--- src/include/fetch_cfg.svh ---
`ifndef FETCH_CFG_SVH
`define FETCH_CFG_SVH

// reset pc, must be word aligned
`define FETCH_BOOT_ADDR 32'h0000_0080

// words held by the prefetch queue
`define FETCH_QUEUE_DEPTH 4

// granted requests still waiting for rvalid
// keep this at or below the queue depth
`define FETCH_MAX_OUTSTANDING 2

`endif

--- src/design/fetch_pkg.sv ---
package fetch_pkg;

  // ------------------------------
  // plain vector types
  // ------------------------------
  typedef logic [31:0] addr_t;
  typedef logic [31:0] instr_t;
  // upper bits of the handler table
  typedef logic [23:0] trap_base_t;
  typedef logic [4:0]  irq_id_t;

  // ------------------------------
  // selects and states
  // ------------------------------
  typedef enum logic [2:0] {
    PC_BOOT      = 3'd0,
    PC_JUMP      = 3'd1,
    PC_BRANCH    = 3'd2,
    PC_EXCEPTION = 3'd3,
    PC_MRET      = 3'd4,
    PC_DRET      = 3'd5
  } pc_sel_e;

  typedef enum logic [1:0] {
    EXC_TRAP  = 2'd0,
    EXC_IRQ   = 2'd1,
    EXC_DEBUG = 2'd2
  } exc_sel_e;

  typedef enum logic {
    FS_IDLE = 1'b0,
    FS_RUN  = 1'b1
  } fetch_state_e;

  // ------------------------------
  // grouped signals
  // ------------------------------
  // redirect request from the core controller
  typedef struct packed {
    logic     pc_set;
    pc_sel_e  pc_sel;
    exc_sel_e exc_sel;
    irq_id_t  irq_id;
    addr_t    jump_target;
    addr_t    branch_target;
    addr_t    mepc;
    addr_t    depc;
  } redirect_t;

  typedef struct packed {
    trap_base_t  trap_base;
    logic [29:0] dm_halt_addr;
  } trap_cfg_t;

  // raw parcel at one pc, upper half unused when compressed
  typedef struct packed {
    addr_t  addr;
    instr_t data;
  } parcel_t;

  // one if/id entry, instr already expanded
  typedef struct packed {
    addr_t  pc;
    instr_t instr;
    logic   is_compressed;
    logic   illegal_c;
  } if_id_t;

endpackage

--- src/design/fetch_top.sv ---
`timescale 1ns/100ps

module fetch_top (
  input  logic                 clk,
  input  logic                 rst_n,
  input  logic                 fetch_en_i,
  // controller side
  input  fetch_pkg::redirect_t redirect_i,
  input  fetch_pkg::trap_cfg_t trap_cfg_i,
  // instruction memory
  output logic                 instr_req_o,
  output fetch_pkg::addr_t     instr_addr_o,
  input  logic                 instr_gnt_i,
  input  logic                 instr_rvalid_i,
  input  fetch_pkg::instr_t    instr_rdata_i,
  // decode side
  output logic                 instr_valid_o,
  output fetch_pkg::if_id_t    if_id_o,
  input  logic                 id_ready_i
);
  import fetch_pkg::*;

  logic    branch_req;
  addr_t   next_pc;
  parcel_t parcel;
  logic    parcel_valid;
  logic    parcel_ready;
  instr_t  exp_instr;
  logic    exp_compressed;
  logic    exp_illegal;

  // fsm, parcel acceptance and if/id register
  if_control if_control_i (
    .clk              (clk),
    .rst_n            (rst_n),
    .fetch_en_i       (fetch_en_i),
    .pc_set_i         (redirect_i.pc_set),
    .branch_req_o     (branch_req),
    .parcel_i         (parcel),
    .parcel_valid_i   (parcel_valid),
    .parcel_ready_o   (parcel_ready),
    .exp_instr_i      (exp_instr),
    .exp_compressed_i (exp_compressed),
    .exp_illegal_i    (exp_illegal),
    .instr_valid_o    (instr_valid_o),
    .if_id_o          (if_id_o),
    .id_ready_i       (id_ready_i)
  );

  pc_select pc_select_i (
    .redirect_i (redirect_i),
    .trap_cfg_i (trap_cfg_i),
    .next_pc_o  (next_pc)
  );

  // word fetch, response queue and parcel alignment
  prefetch_buffer prefetch_buffer_i (
    .clk            (clk),
    .rst_n          (rst_n),
    .branch_i       (branch_req),
    .branch_addr_i  (next_pc),
    .instr_req_o    (instr_req_o),
    .instr_addr_o   (instr_addr_o),
    .instr_gnt_i    (instr_gnt_i),
    .instr_rvalid_i (instr_rvalid_i),
    .instr_rdata_i  (instr_rdata_i),
    .parcel_o       (parcel),
    .parcel_valid_o (parcel_valid),
    .parcel_ready_i (parcel_ready)
  );

  rvc_expander rvc_expander_i (
    .instr_i         (parcel.data),
    .instr_o         (exp_instr),
    .is_compressed_o (exp_compressed),
    .illegal_o       (exp_illegal)
  );

endmodule

--- src/design/if_control.sv ---
`timescale 1ns/100ps

module if_control (
  input  logic               clk,
  input  logic               rst_n,
  input  logic               fetch_en_i,
  input  logic               pc_set_i,
  // towards prefetch_buffer
  output logic               branch_req_o,
  input  fetch_pkg::parcel_t parcel_i,
  input  logic               parcel_valid_i,
  output logic               parcel_ready_o,
  // from rvc_expander
  input  fetch_pkg::instr_t  exp_instr_i,
  input  logic               exp_compressed_i,
  input  logic               exp_illegal_i,
  // towards decode
  output logic               instr_valid_o,
  output fetch_pkg::if_id_t  if_id_o,
  input  logic               id_ready_i
);
  import fetch_pkg::*;

  fetch_state_e state_q;
  fetch_state_e state_n;
  logic         load;

  // ------------------------------
  // fetch fsm
  // ------------------------------
  always_comb begin
    state_n      = state_q;
    branch_req_o = 1'b0;
    unique case (state_q)
      // wait for the core to enable fetching
      FS_IDLE: begin
        if (fetch_en_i) begin
          branch_req_o = 1'b1;
          state_n      = FS_RUN;
        end
      end
      FS_RUN: begin
        state_n = FS_RUN;
      end
      default: begin
        state_n = FS_IDLE;
      end
    endcase
    // redirect restarts the buffer at the new pc
    if (pc_set_i) begin
      branch_req_o = 1'b1;
      state_n      = FS_RUN;
    end
  end

  always_ff @(posedge clk or negedge rst_n) begin
    if (!rst_n) begin
      state_q <= FS_IDLE;
    end else begin
      state_q <= state_n;
    end
  end

  // ------------------------------
  // if/id register
  // ------------------------------
  // room when empty or when decode drains the entry this cycle
  assign parcel_ready_o = ~instr_valid_o | id_ready_i;
  // parcel in a redirect cycle belongs to the old stream
  assign load = parcel_valid_i & parcel_ready_o & ~pc_set_i;

  always_ff @(posedge clk or negedge rst_n) begin
    if (!rst_n) begin
      instr_valid_o <= 1'b0;
    end else if (pc_set_i) begin
      instr_valid_o <= 1'b0;
    end else if (load) begin
      instr_valid_o <= 1'b1;
    end else if (id_ready_i) begin
      // taken by decode with nothing behind it
      instr_valid_o <= 1'b0;
    end
  end

  always_ff @(posedge clk) begin
    if (load) begin
      if_id_o.pc            <= parcel_i.addr;
      if_id_o.instr         <= exp_instr_i;
      if_id_o.is_compressed <= exp_compressed_i;
      if_id_o.illegal_c     <= exp_illegal_i;
    end
  end

endmodule

--- src/design/pc_select.sv ---
`timescale 1ns/100ps
`include "fetch_cfg.svh"

module pc_select (
  input  fetch_pkg::redirect_t redirect_i,
  input  fetch_pkg::trap_cfg_t trap_cfg_i,
  output fetch_pkg::addr_t     next_pc_o
);
  import fetch_pkg::*;

  localparam addr_t BOOT_PC = `FETCH_BOOT_ADDR;

  addr_t exc_pc;

  // ------------------------------
  // exception vector
  // ------------------------------
  always_comb begin
    unique case (redirect_i.exc_sel)
      // vectored entry, 4 bytes per interrupt line
      EXC_IRQ:   exc_pc = {trap_cfg_i.trap_base, 1'b0, redirect_i.irq_id, 2'b00};
      EXC_DEBUG: exc_pc = {trap_cfg_i.dm_halt_addr, 2'b00};
      // all synchronous traps share the table base
      default:   exc_pc = {trap_cfg_i.trap_base, 8'h00};
    endcase
  end

  // ------------------------------
  // next pc mux
  // ------------------------------
  always_comb begin
    // no pc_set means start-up, fetch from boot
    next_pc_o = BOOT_PC;
    if (redirect_i.pc_set) begin
      unique case (redirect_i.pc_sel)
        // halfword alignment is all the core needs
        PC_JUMP:      next_pc_o = {redirect_i.jump_target[31:1], 1'b0};
        PC_BRANCH:    next_pc_o = {redirect_i.branch_target[31:1], 1'b0};
        PC_EXCEPTION: next_pc_o = exc_pc;
        // return from trap handler
        PC_MRET:      next_pc_o = {redirect_i.mepc[31:1], 1'b0};
        // leave debug mode
        PC_DRET:      next_pc_o = {redirect_i.depc[31:1], 1'b0};
        default:      next_pc_o = BOOT_PC;
      endcase
    end
  end

endmodule

--- src/design/prefetch_buffer.sv ---
`timescale 1ns/100ps
`include "fetch_cfg.svh"

module prefetch_buffer (
  input  logic               clk,
  input  logic               rst_n,
  // redirect from if_control
  input  logic               branch_i,
  input  fetch_pkg::addr_t   branch_addr_i,
  // instruction memory port
  output logic               instr_req_o,
  output fetch_pkg::addr_t   instr_addr_o,
  input  logic               instr_gnt_i,
  input  logic               instr_rvalid_i,
  input  fetch_pkg::instr_t  instr_rdata_i,
  // parcel towards if_control
  output fetch_pkg::parcel_t parcel_o,
  output logic               parcel_valid_o,
  input  logic               parcel_ready_i
);
  import fetch_pkg::*;

  localparam int unsigned DEPTH   = `FETCH_QUEUE_DEPTH;
  localparam int unsigned MAX_OUT = `FETCH_MAX_OUTSTANDING;
  localparam int unsigned PTR_W   = (DEPTH > 1) ? $clog2(DEPTH) : 1;
  localparam int unsigned CNT_W   = $clog2(DEPTH + 1);

  logic             active_q;
  addr_t            fetch_addr_q;
  // bit 1 of the parcel pc is the halfword offset into the head word
  addr_t            pc_q;
  logic [CNT_W-1:0] out_cnt_q;
  logic [CNT_W-1:0] out_cnt_n;
  logic [CNT_W-1:0] discard_q;
  logic [CNT_W-1:0] cnt_q;
  logic [CNT_W:0]   in_use;
  logic [PTR_W-1:0] rd_ptr_q;
  logic [PTR_W-1:0] wr_ptr_q;
  logic [PTR_W-1:0] rd_ptr_nxt;
  logic [PTR_W-1:0] wr_ptr_nxt;
  instr_t           words_q [DEPTH];
  instr_t           w0;
  instr_t           w1;
  logic             room;
  logic             req_gnt;
  logic             push;
  logic             pop;
  logic             consume;
  logic             is_c;

  // ------------------------------
  // memory request side
  // ------------------------------
  // queued words plus responses in flight must fit the queue
  assign in_use  = cnt_q + out_cnt_q;
  assign room    = (in_use < (CNT_W+1)'(DEPTH)) && (out_cnt_q < CNT_W'(MAX_OUT));

  assign instr_req_o  = active_q & room;
  assign instr_addr_o = fetch_addr_q;
  assign req_gnt      = instr_req_o & instr_gnt_i;

  // every grant gets one rvalid, in order
  assign out_cnt_n = out_cnt_q + CNT_W'(req_gnt) - CNT_W'(instr_rvalid_i);

  // responses from before a redirect never reach the queue
  assign push = instr_rvalid_i & (discard_q == '0) & ~branch_i;

  // ------------------------------
  // parcel alignment
  // ------------------------------
  assign rd_ptr_nxt = (rd_ptr_q == PTR_W'(DEPTH - 1)) ? '0 : rd_ptr_q + 1'b1;
  assign wr_ptr_nxt = (wr_ptr_q == PTR_W'(DEPTH - 1)) ? '0 : wr_ptr_q + 1'b1;
  assign w0 = words_q[rd_ptr_q];
  assign w1 = words_q[rd_ptr_nxt];

  always_comb begin
    parcel_o.addr = pc_q;
    // misaligned parcel spans the upper half of w0 and the lower half of w1
    parcel_o.data = pc_q[1] ? {w1[15:0], w0[31:16]} : w0;
  end

  assign is_c = (parcel_o.data[1:0] != 2'b11);

  // a misaligned 32-bit parcel needs a second word
  assign parcel_valid_o = (cnt_q != '0) && (is_c || !pc_q[1] || (cnt_q > CNT_W'(1)));

  assign consume = parcel_valid_o & parcel_ready_i & ~branch_i;
  // head word stays only for a compressed parcel in its lower half
  assign pop     = consume & (pc_q[1] | ~is_c);

  // ------------------------------
  // control state
  // ------------------------------
  always_ff @(posedge clk or negedge rst_n) begin
    if (!rst_n) begin
      active_q     <= 1'b0;
      fetch_addr_q <= '0;
      pc_q         <= '0;
      out_cnt_q    <= '0;
      discard_q    <= '0;
      cnt_q        <= '0;
      rd_ptr_q     <= '0;
      wr_ptr_q     <= '0;
    end else begin
      out_cnt_q <= out_cnt_n;
      if (branch_i) begin
        active_q     <= 1'b1;
        fetch_addr_q <= {branch_addr_i[31:2], 2'b00};
        pc_q         <= {branch_addr_i[31:1], 1'b0};
        // whatever is still in flight after this edge is stale
        discard_q    <= out_cnt_n;
        cnt_q        <= '0;
        rd_ptr_q     <= '0;
        wr_ptr_q     <= '0;
      end else begin
        if (req_gnt) begin
          fetch_addr_q <= fetch_addr_q + 32'd4;
        end
        if (instr_rvalid_i && (discard_q != '0)) begin
          discard_q <= discard_q - 1'b1;
        end
        if (push) begin
          wr_ptr_q <= wr_ptr_nxt;
        end
        if (pop) begin
          rd_ptr_q <= rd_ptr_nxt;
        end
        if (consume) begin
          pc_q <= pc_q + (is_c ? 32'd2 : 32'd4);
        end
        cnt_q <= cnt_q + CNT_W'(push) - CNT_W'(pop);
      end
    end
  end

  // word storage
  always_ff @(posedge clk) begin
    if (push) begin
      words_q[wr_ptr_q] <= instr_rdata_i;
    end
  end

endmodule

--- src/design/rvc_expander.sv ---
`timescale 1ns/100ps

module rvc_expander (
  input  fetch_pkg::instr_t instr_i,
  output fetch_pkg::instr_t instr_o,
  output logic              is_compressed_o,
  output logic              illegal_o
);

  // base opcodes used by the expansions
  localparam logic [6:0] OPC_LOAD   = 7'b0000011;
  localparam logic [6:0] OPC_STORE  = 7'b0100011;
  localparam logic [6:0] OPC_OPIMM  = 7'b0010011;
  localparam logic [6:0] OPC_LUI    = 7'b0110111;
  localparam logic [6:0] OPC_OP     = 7'b0110011;
  localparam logic [6:0] OPC_BRANCH = 7'b1100011;
  localparam logic [6:0] OPC_JAL    = 7'b1101111;
  localparam logic [6:0] OPC_JALR   = 7'b1100111;

  logic [15:0] c;
  logic [4:0]  rd;
  logic [4:0]  rs2;
  // 3-bit register fields map onto x8..x15
  logic [4:0]  rdp;
  logic [4:0]  rs1p;

  assign c    = instr_i[15:0];
  assign rd   = c[11:7];
  assign rs2  = c[6:2];
  assign rdp  = {2'b01, c[4:2]};
  assign rs1p = {2'b01, c[9:7]};

  assign is_compressed_o = (instr_i[1:0] != 2'b11);

  always_comb begin
    // illegal paths leave the expansion at zero
    instr_o   = '0;
    illegal_o = 1'b0;
    unique case (c[1:0])
      // ------------------------------
      // quadrant 0
      // ------------------------------
      2'b00: begin
        unique case (c[15:13])
          // c.lw, word offset scaled by 4
          3'b010:  instr_o = {5'b0, c[5], c[12:10], c[6], 2'b00, rs1p, 3'b010, rdp, OPC_LOAD};
          // c.sw, rs2' sits where rd' is for c.lw
          3'b110:  instr_o = {5'b0, c[5], c[12], rdp, rs1p, 3'b010, c[11:10], c[6], 2'b00,
                              OPC_STORE};
          default: illegal_o = 1'b1;
        endcase
      end
      // ------------------------------
      // quadrant 1
      // ------------------------------
      2'b01: begin
        unique case (c[15:13])
          // c.addi, c.nop is the rd=0 imm=0 case
          3'b000: instr_o = {{7{c[12]}}, c[6:2], rd, 3'b000, rd, OPC_OPIMM};
          // c.jal links x1, c.j links x0
          3'b001, 3'b101: begin
            instr_o = {c[12], c[8], c[10:9], c[6], c[7], c[2], c[11], c[5:3], c[12],
                       {8{c[12]}}, (c[15] ? 5'd0 : 5'd1), OPC_JAL};
          end
          // c.li
          3'b010: instr_o = {{7{c[12]}}, c[6:2], 5'd0, 3'b000, rd, OPC_OPIMM};
          3'b011: begin
            // rd=2 is c.addi16sp, not supported
            if ((rd == 5'd2) || ({c[12], c[6:2]} == 6'd0)) begin
              illegal_o = 1'b1;
            end else begin
              instr_o = {{15{c[12]}}, c[6:2], rd, OPC_LUI};
            end
          end
          // c.beqz / c.bnez, funct3 lsb picks bne
          3'b110, 3'b111: begin
            instr_o = {{4{c[12]}}, c[6:5], c[2], 5'd0, rs1p, 2'b00, c[13], c[11:10], c[4:3],
                       c[12], OPC_BRANCH};
          end
          // alu ops are outside the supported set
          default: illegal_o = 1'b1;
        endcase
      end
      // ------------------------------
      // quadrant 2
      // ------------------------------
      2'b10: begin
        if (c[15:13] == 3'b100) begin
          if (rs2 == 5'd0) begin
            // c.jr / c.jalr, rs1=0 is reserved or c.ebreak
            if (rd == 5'd0) begin
              illegal_o = 1'b1;
            end else begin
              instr_o = {12'd0, rd, 3'b000, {4'd0, c[12]}, OPC_JALR};
            end
          end else if (c[12]) begin
            // c.add
            instr_o = {7'd0, rs2, rd, 3'b000, rd, OPC_OP};
          end else begin
            // c.mv
            instr_o = {7'd0, rs2, 5'd0, 3'b000, rd, OPC_OP};
          end
        end else begin
          illegal_o = 1'b1;
        end
      end
      // full 32-bit encoding passes through
      default: instr_o = instr_i;
    endcase
  end

endmodule

--- config.mk ---
export PLATFORM = sky130hd
export DESIGN_NAME = fetch_top
export DESIGN_NICKNAME = d
export VERILOG_FILES = /design/src/design/fetch_pkg.sv /design/src/design/fetch_top.sv /design/src/design/if_control.sv /design/src/design/pc_select.sv /design/src/design/prefetch_buffer.sv /design/src/design/rvc_expander.sv
export VERILOG_INCLUDE_DIRS = /design/src /design/src/include
export SDC_FILE = /design/constraint.sdc
export NUM_CORES = 1
export LEC_CHECK = 0
export BUFFER_PORTS_ARGS = -buffer_cell sky130_fd_sc_hd__buf_4
export CAP_MARGIN = 10
export CORE_UTILIZATION = 55
export CTS_CLUSTER_SIZE = 24
export DETAILED_ROUTE_END_ITERATION = 16
export GPL_ROUTABILITY_DRIVEN = 0
export PLACE_DENSITY_LB_ADDON = 0.2
export REMOVE_ABC_BUFFERS = 1
export SYNTH_ARGS = -nofsm -noshare
export SYNTH_HDL_FRONTEND = slang
export SYNTH_HIERARCHICAL = 1
export SYNTH_SLANG_ARGS = --single-unit
export TNS_END_PERCENT = 10
--- constraint.sdc ---
create_clock -name clk -period 7.93 [get_ports clk]
set_input_delay 1.1895 -clock clk [delete_from_list [all_inputs] [get_ports clk]]
set_output_delay 1.1895 -clock clk [all_outputs]
set_load 0.01 [all_outputs]
* Yosys cells after proc, flatten, opt, wreduce, memory -nomap -nowiden
Memory sizes are Yosys's and may differ from the RTL's.
Index checks and enable logic that the tools add are counted.
** Storage, ports and cells
- Flip-flop bits (word level) :: 146
- Latch bits :: 0
- RAM bits :: 128
- Bits in read-only memories :: 0
- Input bits :: 231
- Output and inout port bits :: 100
- Word-level logic and storage cells :: 132
- Memories :: 1
** Operators by class
- Add/sub/neg operators :: 10
- Multipliers :: 0
- Divide/modulo/power cells :: 0
- $lt $le $gt $ge :: 3
- Equality and inequality tests :: 20
- Shifts and indexed selects :: 0
- Multiplexer cells :: 44
- Bitwise operators :: 15
- Reductions and logical operators :: 25
** Memories
- prefetch_buffer_i.words_q :: depth 4, bits a word 32, read ports 2, clocked after memory_dff 0, write ports 1, line prefetch_buffer.sv:41 : instr_t words_q [DEPTH];
** Operators by type and width (number)
- $pmux 32 s5 :: 2
- $mux 32 :: 8
- $pmux 32 s3 :: 1
- $pmux 32 s2 :: 1
- $pmux 27 s2 :: 1
- $mux 20 :: 2
- $add 32x3->32 const B :: 1
- $add 32x32->32 :: 1
- $mux 25 :: 1
- $eq 3x3->1 const B :: 6
- $mux 1 :: 15
- $eq 3x2->1 const B :: 4
- $mux 2 :: 6
- $mux 3 :: 4
- $logic_not 5->1 :: 2
- $reduce_bool 2->1 :: 5
- $reduce_bool 3->1 :: 3
- $and 1x1->1 :: 8
- $eq 2x2->1 const B :: 4
- $add 3x1->3 :: 2
- $eq 3x1->1 const B :: 2
- $logic_not 3->1 :: 2
- $logic_not 6->1 :: 1
- $reduce_or 2->1 :: 3
- 19 further kinds :: 32

* Longest topological paths before layout
An unclocked memory read counts as a cell.
- Word-level depth :: 13
- Depth in mapped cells :: 19
- Gate-level depth less buffers :: 16

* By module
Netlist, hierarchy kept.
** Modules (own cells, without submodules)
- prefetch_buffer :: instances 1, cells an instance 751, area an instance 9968.3 um^2, sequential area each 5720.5 um^2
- if_control :: instances 1, cells an instance 75, area an instance 2073.2 um^2, sequential area each 2031.9 um^2
- pc_select :: instances 1, cells an instance 232, area an instance 1765.4 um^2, sequential area each 0.0 um^2
- rvc_expander :: instances 1, cells an instance 190, area an instance 1181.1 um^2, sequential area each 0.0 um^2

* Worst setup path after synthesis
OpenSTA, ideal clock, no wires.
- Path type :: reg2reg
- Start point :: register prefetch_buffer_i.rd_ptr_q[1]
- End point :: register if_control_i/if_id_o[0] (netlist name)
- Library setup time :: 586 ps
- Data arrival time :: 6754 ps
- Data required time :: 7344 ps
- Path slack :: 590 ps
- Stages on the path, launching flop included :: 12
- Path buffers :: 2
- Period minus slack after synthesis :: 7340 ps
- Cells stage by stage :: dfrtp_1 buf_2 buf_2 mux4_2 nand2_1 nand2_1 nand2_1 inv_1 ha_1 a21oi_1 inv_1 nor3b_1
** RTL lines
- start, declared :: line prefetch_buffer.sv:37 : logic [PTR_W-1:0] rd_ptr_q;
- start signal, assigned :: line prefetch_buffer.sv:126 : rd_ptr_q <= rd_ptr_nxt;

==> metrics.yaml <==
clocking:
  cts_resized: 0
  clock_path_buffers: 3
  cts_tree: "built"
  cts-htree-levels: 1
  cts_root_buf: "clkbuf_16"
  clkSinkCount: 271
  numCtsBuffers: 28
  clock_latency_ns: 0.54
  post_cts_buffers: 0
  hold_buffers: 0
  cts.reportedPaths.clkPinSlew_ns: 0.06
cells_and_area:
  drive_above_1_share_pct: 33.7
  fillers: 1961
  nets: 1792
  postLayoutCellArea_um2: 18400
  syn2layout_area_growth_pct: 23.1
worst_setup_path:
  reg2reg_setup_slack_ns: 3.39
  cp_cell_sequence: "buf_4 -> mux4_2 -> nand2_1 -> nand2_1 -> buf_4 -> nand2_1 -> inv_1 -> ha_1 -> a21bo_2 -> or2_1 -> nor3_1 -> ha_1 -> inv_1 -> ha_1 -> inv_1 -> fa_1 -> xnor2_1 -> nor2_1"
  r2r-end: "prefetch_buffer_i/cnt_q[2]"
  critPathArrivalTime_ns: 4.96
  slowest_stage: "dfrtp_1"
  worst_setup_path_start_kind: "flip-flop"
  timing_worst_setup_path_type: "flip-flop to flip-flop"
  end_kind: "flip-flop"
  critPathMaxStageDelay_ns: 0.65
  reg2reg_depth: 18
  r2r-start: "prefetch_buffer_i/rd_ptr_q[1]"
  cp.buffers_inverters: 5
  cp_max_fo: 37
  worst_ep_required_time_ns: 8.34
  path_delay_family: "adder cells"
pwr:
  peakVddDrop_v: 0.000201
  power_density_nw_per_um2: 273
  cellLeakagePower_nw: 7.33
grt:
  antenna_found_initial: 2
  grt_start_max_net_pins: 77
  grt_pass1_vias: 11282
  grt_pass1_wl_um: 61500
  track_usage_pct: 28.2
  grt_remaining_overflow: 0
floorplan:
  core_area_um2: 26800
  initial_core_util_pct: 55.9
  row_count: 60
  die-area_um2: 27900
  die_w_um: 167
  die_h_um: 167
  io_pins: 331
sta:
  finalSetupViolCount: 0
  maxSlewHeadroom_pct: 25.0
  fmax_mhz: 220
  tightest_slew_ns: 1.13
  layout_min_cycle_time_ns: 4.54
  fin_worst_skew_ns: 0.0169
  rsz0062_at_grt: "false"
  hold_ws_ns: 0.429
  min_period_over_period_pct: 57.3
  finalMaxSlewViolations: 0
  finalHoldViolCount: 0
placement:
  dpl.hpwl_um: 28200
  dpl_cell_area_um2: 17500
  io_buffers: 324
detailed_routing:
  top_layer_used: "met5"
  firstDrtPassIters: 8
  wirelength_um: 40300
  drc_errors: 0
  m1WireLength_um: 17100
  drt_iter0_markers: 1128
  via_per_inst: 6.20
  wl_met3_um: 3490
  wl_met2_um: 18800
  vias: 11775
  wl_per_cell_um: 21.2
  drtAntennaViolNets: 0
logic_synthesis:
  syn_area_um2: 15000
  synth_area_per_cell_um2: 12.0
  syn-instance-count: 1246
  yosysWarningCount: 6
hold_path:
  hold_class: "primary input to asynchronous set/reset pin"
run_status:
  status: "completed"
run:
  drv_cap: 0
sequential cells by signal (all words and copies together) (netlist names), 2 cells and up:
name,flops
prefetch_buffer_i/discard_q,3
prefetch_buffer_i/out_cnt_q,3
prefetch_buffer_i/pc_q,31
prefetch_buffer_i/cnt_q,3
prefetch_buffer_i/instr_addr_o,30
prefetch_buffer_i/rd_ptr_q,2
prefetch_buffer_i/words_q,128
prefetch_buffer_i/wr_ptr_q,2
if_control_i/if_id_o,66
metrics by stage:
stage / TNS (ns) / util [%] / total power [mW] / cells / worst slack (ns)
after floorplan: -40.42 / - / 3.01 / 1161 / -0.612
after global placement: 0 / 65.3 / 3.64 / 1847 / 3.53
after detailed placement: 0 / 65.3 / 3.68 / 1847 / 3.42
after CTS: 0 / 68.8 / 5.02 / 1898 / 3.36
after global routing: 0 / 68.8 / 5.25 / 1898 / 3.08
final: 0 / 68.8 / 5.03 / 1899 / 3.39
worst reg2reg max path, delay by kind of cell, from the launching register on:
| kind | cells | cell delay (ns) |
|---|---|---|
| fa+ha+maj | 4 | 1.00 |
| buf+inv | 5 | 0.97 |
| simple gates | 6 | 0.96 |
| flops | 1 | 0.65 |
| mux | 1 | 0.44 |
| compound gates | 1 | 0.22 |
| xor+xnor | 1 | 0.17 |
worst max-delay path by stage:
stage                                   from                         end  slack [ns]  cells after the start
3_3_place_gp   prefetch_buffer_i/rd_ptr_q[1]  prefetch_buffer_i/cnt_q[2]        3.53                     18
6_report       prefetch_buffer_i/rd_ptr_q[1]  prefetch_buffer_i/cnt_q[2]        3.39                     18
5_1_grt        prefetch_buffer_i/rd_ptr_q[1]  prefetch_buffer_i/cnt_q[2]        3.08                     18
2_1_floorplan  prefetch_buffer_i/rd_ptr_q[0]     if_control_i/if_id_o[0]       -0.61                      9
3_5_place_dp   prefetch_buffer_i/rd_ptr_q[1]  prefetch_buffer_i/cnt_q[2]        3.42                     18
4_1_cts        prefetch_buffer_i/rd_ptr_q[1]  prefetch_buffer_i/cnt_q[2]        3.36                     18
report_power, final:
part | internal, mW | switching, mW | total, mW
logic | 0.758 | 1.08 | 1.84
registers | 1.76 | 0.115 | 1.87
clock network | 0.791 | 0.531 | 1.32
total | 3.31 | 1.72 | 5.03
routing by layer:
layer | up-vias | GRT usage [%]
li1 | 5289 | -
met1 | 5844 | 40.6
met2 | 564 | 44.4
met3 | 76 | 4.78
met4 | 2 | 7.33
met5 | - | 0
layout by cell type (no fill, tap or decap), drive strengths merged, types with 7 or more instances in the layout:
cell type,count
clkinv,9
nor2b,14
a22oi,61
nand4,35
and3,16
nor3,18
dfrtp,77
nor4,9
xnor2,31
o32a,7
nand2b,21
and2,10
nand2,147
o21ai,23
nor3b,8
or2,32
mux4,48
a21boi,22
edfxtp,194
nor2,42
buf,345
a221o,8
mux2,44
mux2i,9
nand3,29
ha,22
a2bb2oi,25
xor2,26
a21oi,70
inv,34
clkbuf,37
final cells by class:
| cell class | instances | area [um2] | area share, % |
|---|---|---|---|
| flip-flops and latches | 271 | 7750 | 42.0 |
| multi-input cells | 856 | 6610 | 35.8 |
| repair buffers | 345 | 2590 | 14.0 |
| inverters | 34 | 128 | 0.692 |
| clock buffers | 37 | 786 | 4.26 |
| clock inverters | 14 | 148 | 0.801 |
| diodes | 1 | 2.50 | 0.0136 |
| well taps | 341 | 427 | 2.31 |
No activity file was read; power rests on OpenSTA's default activity.
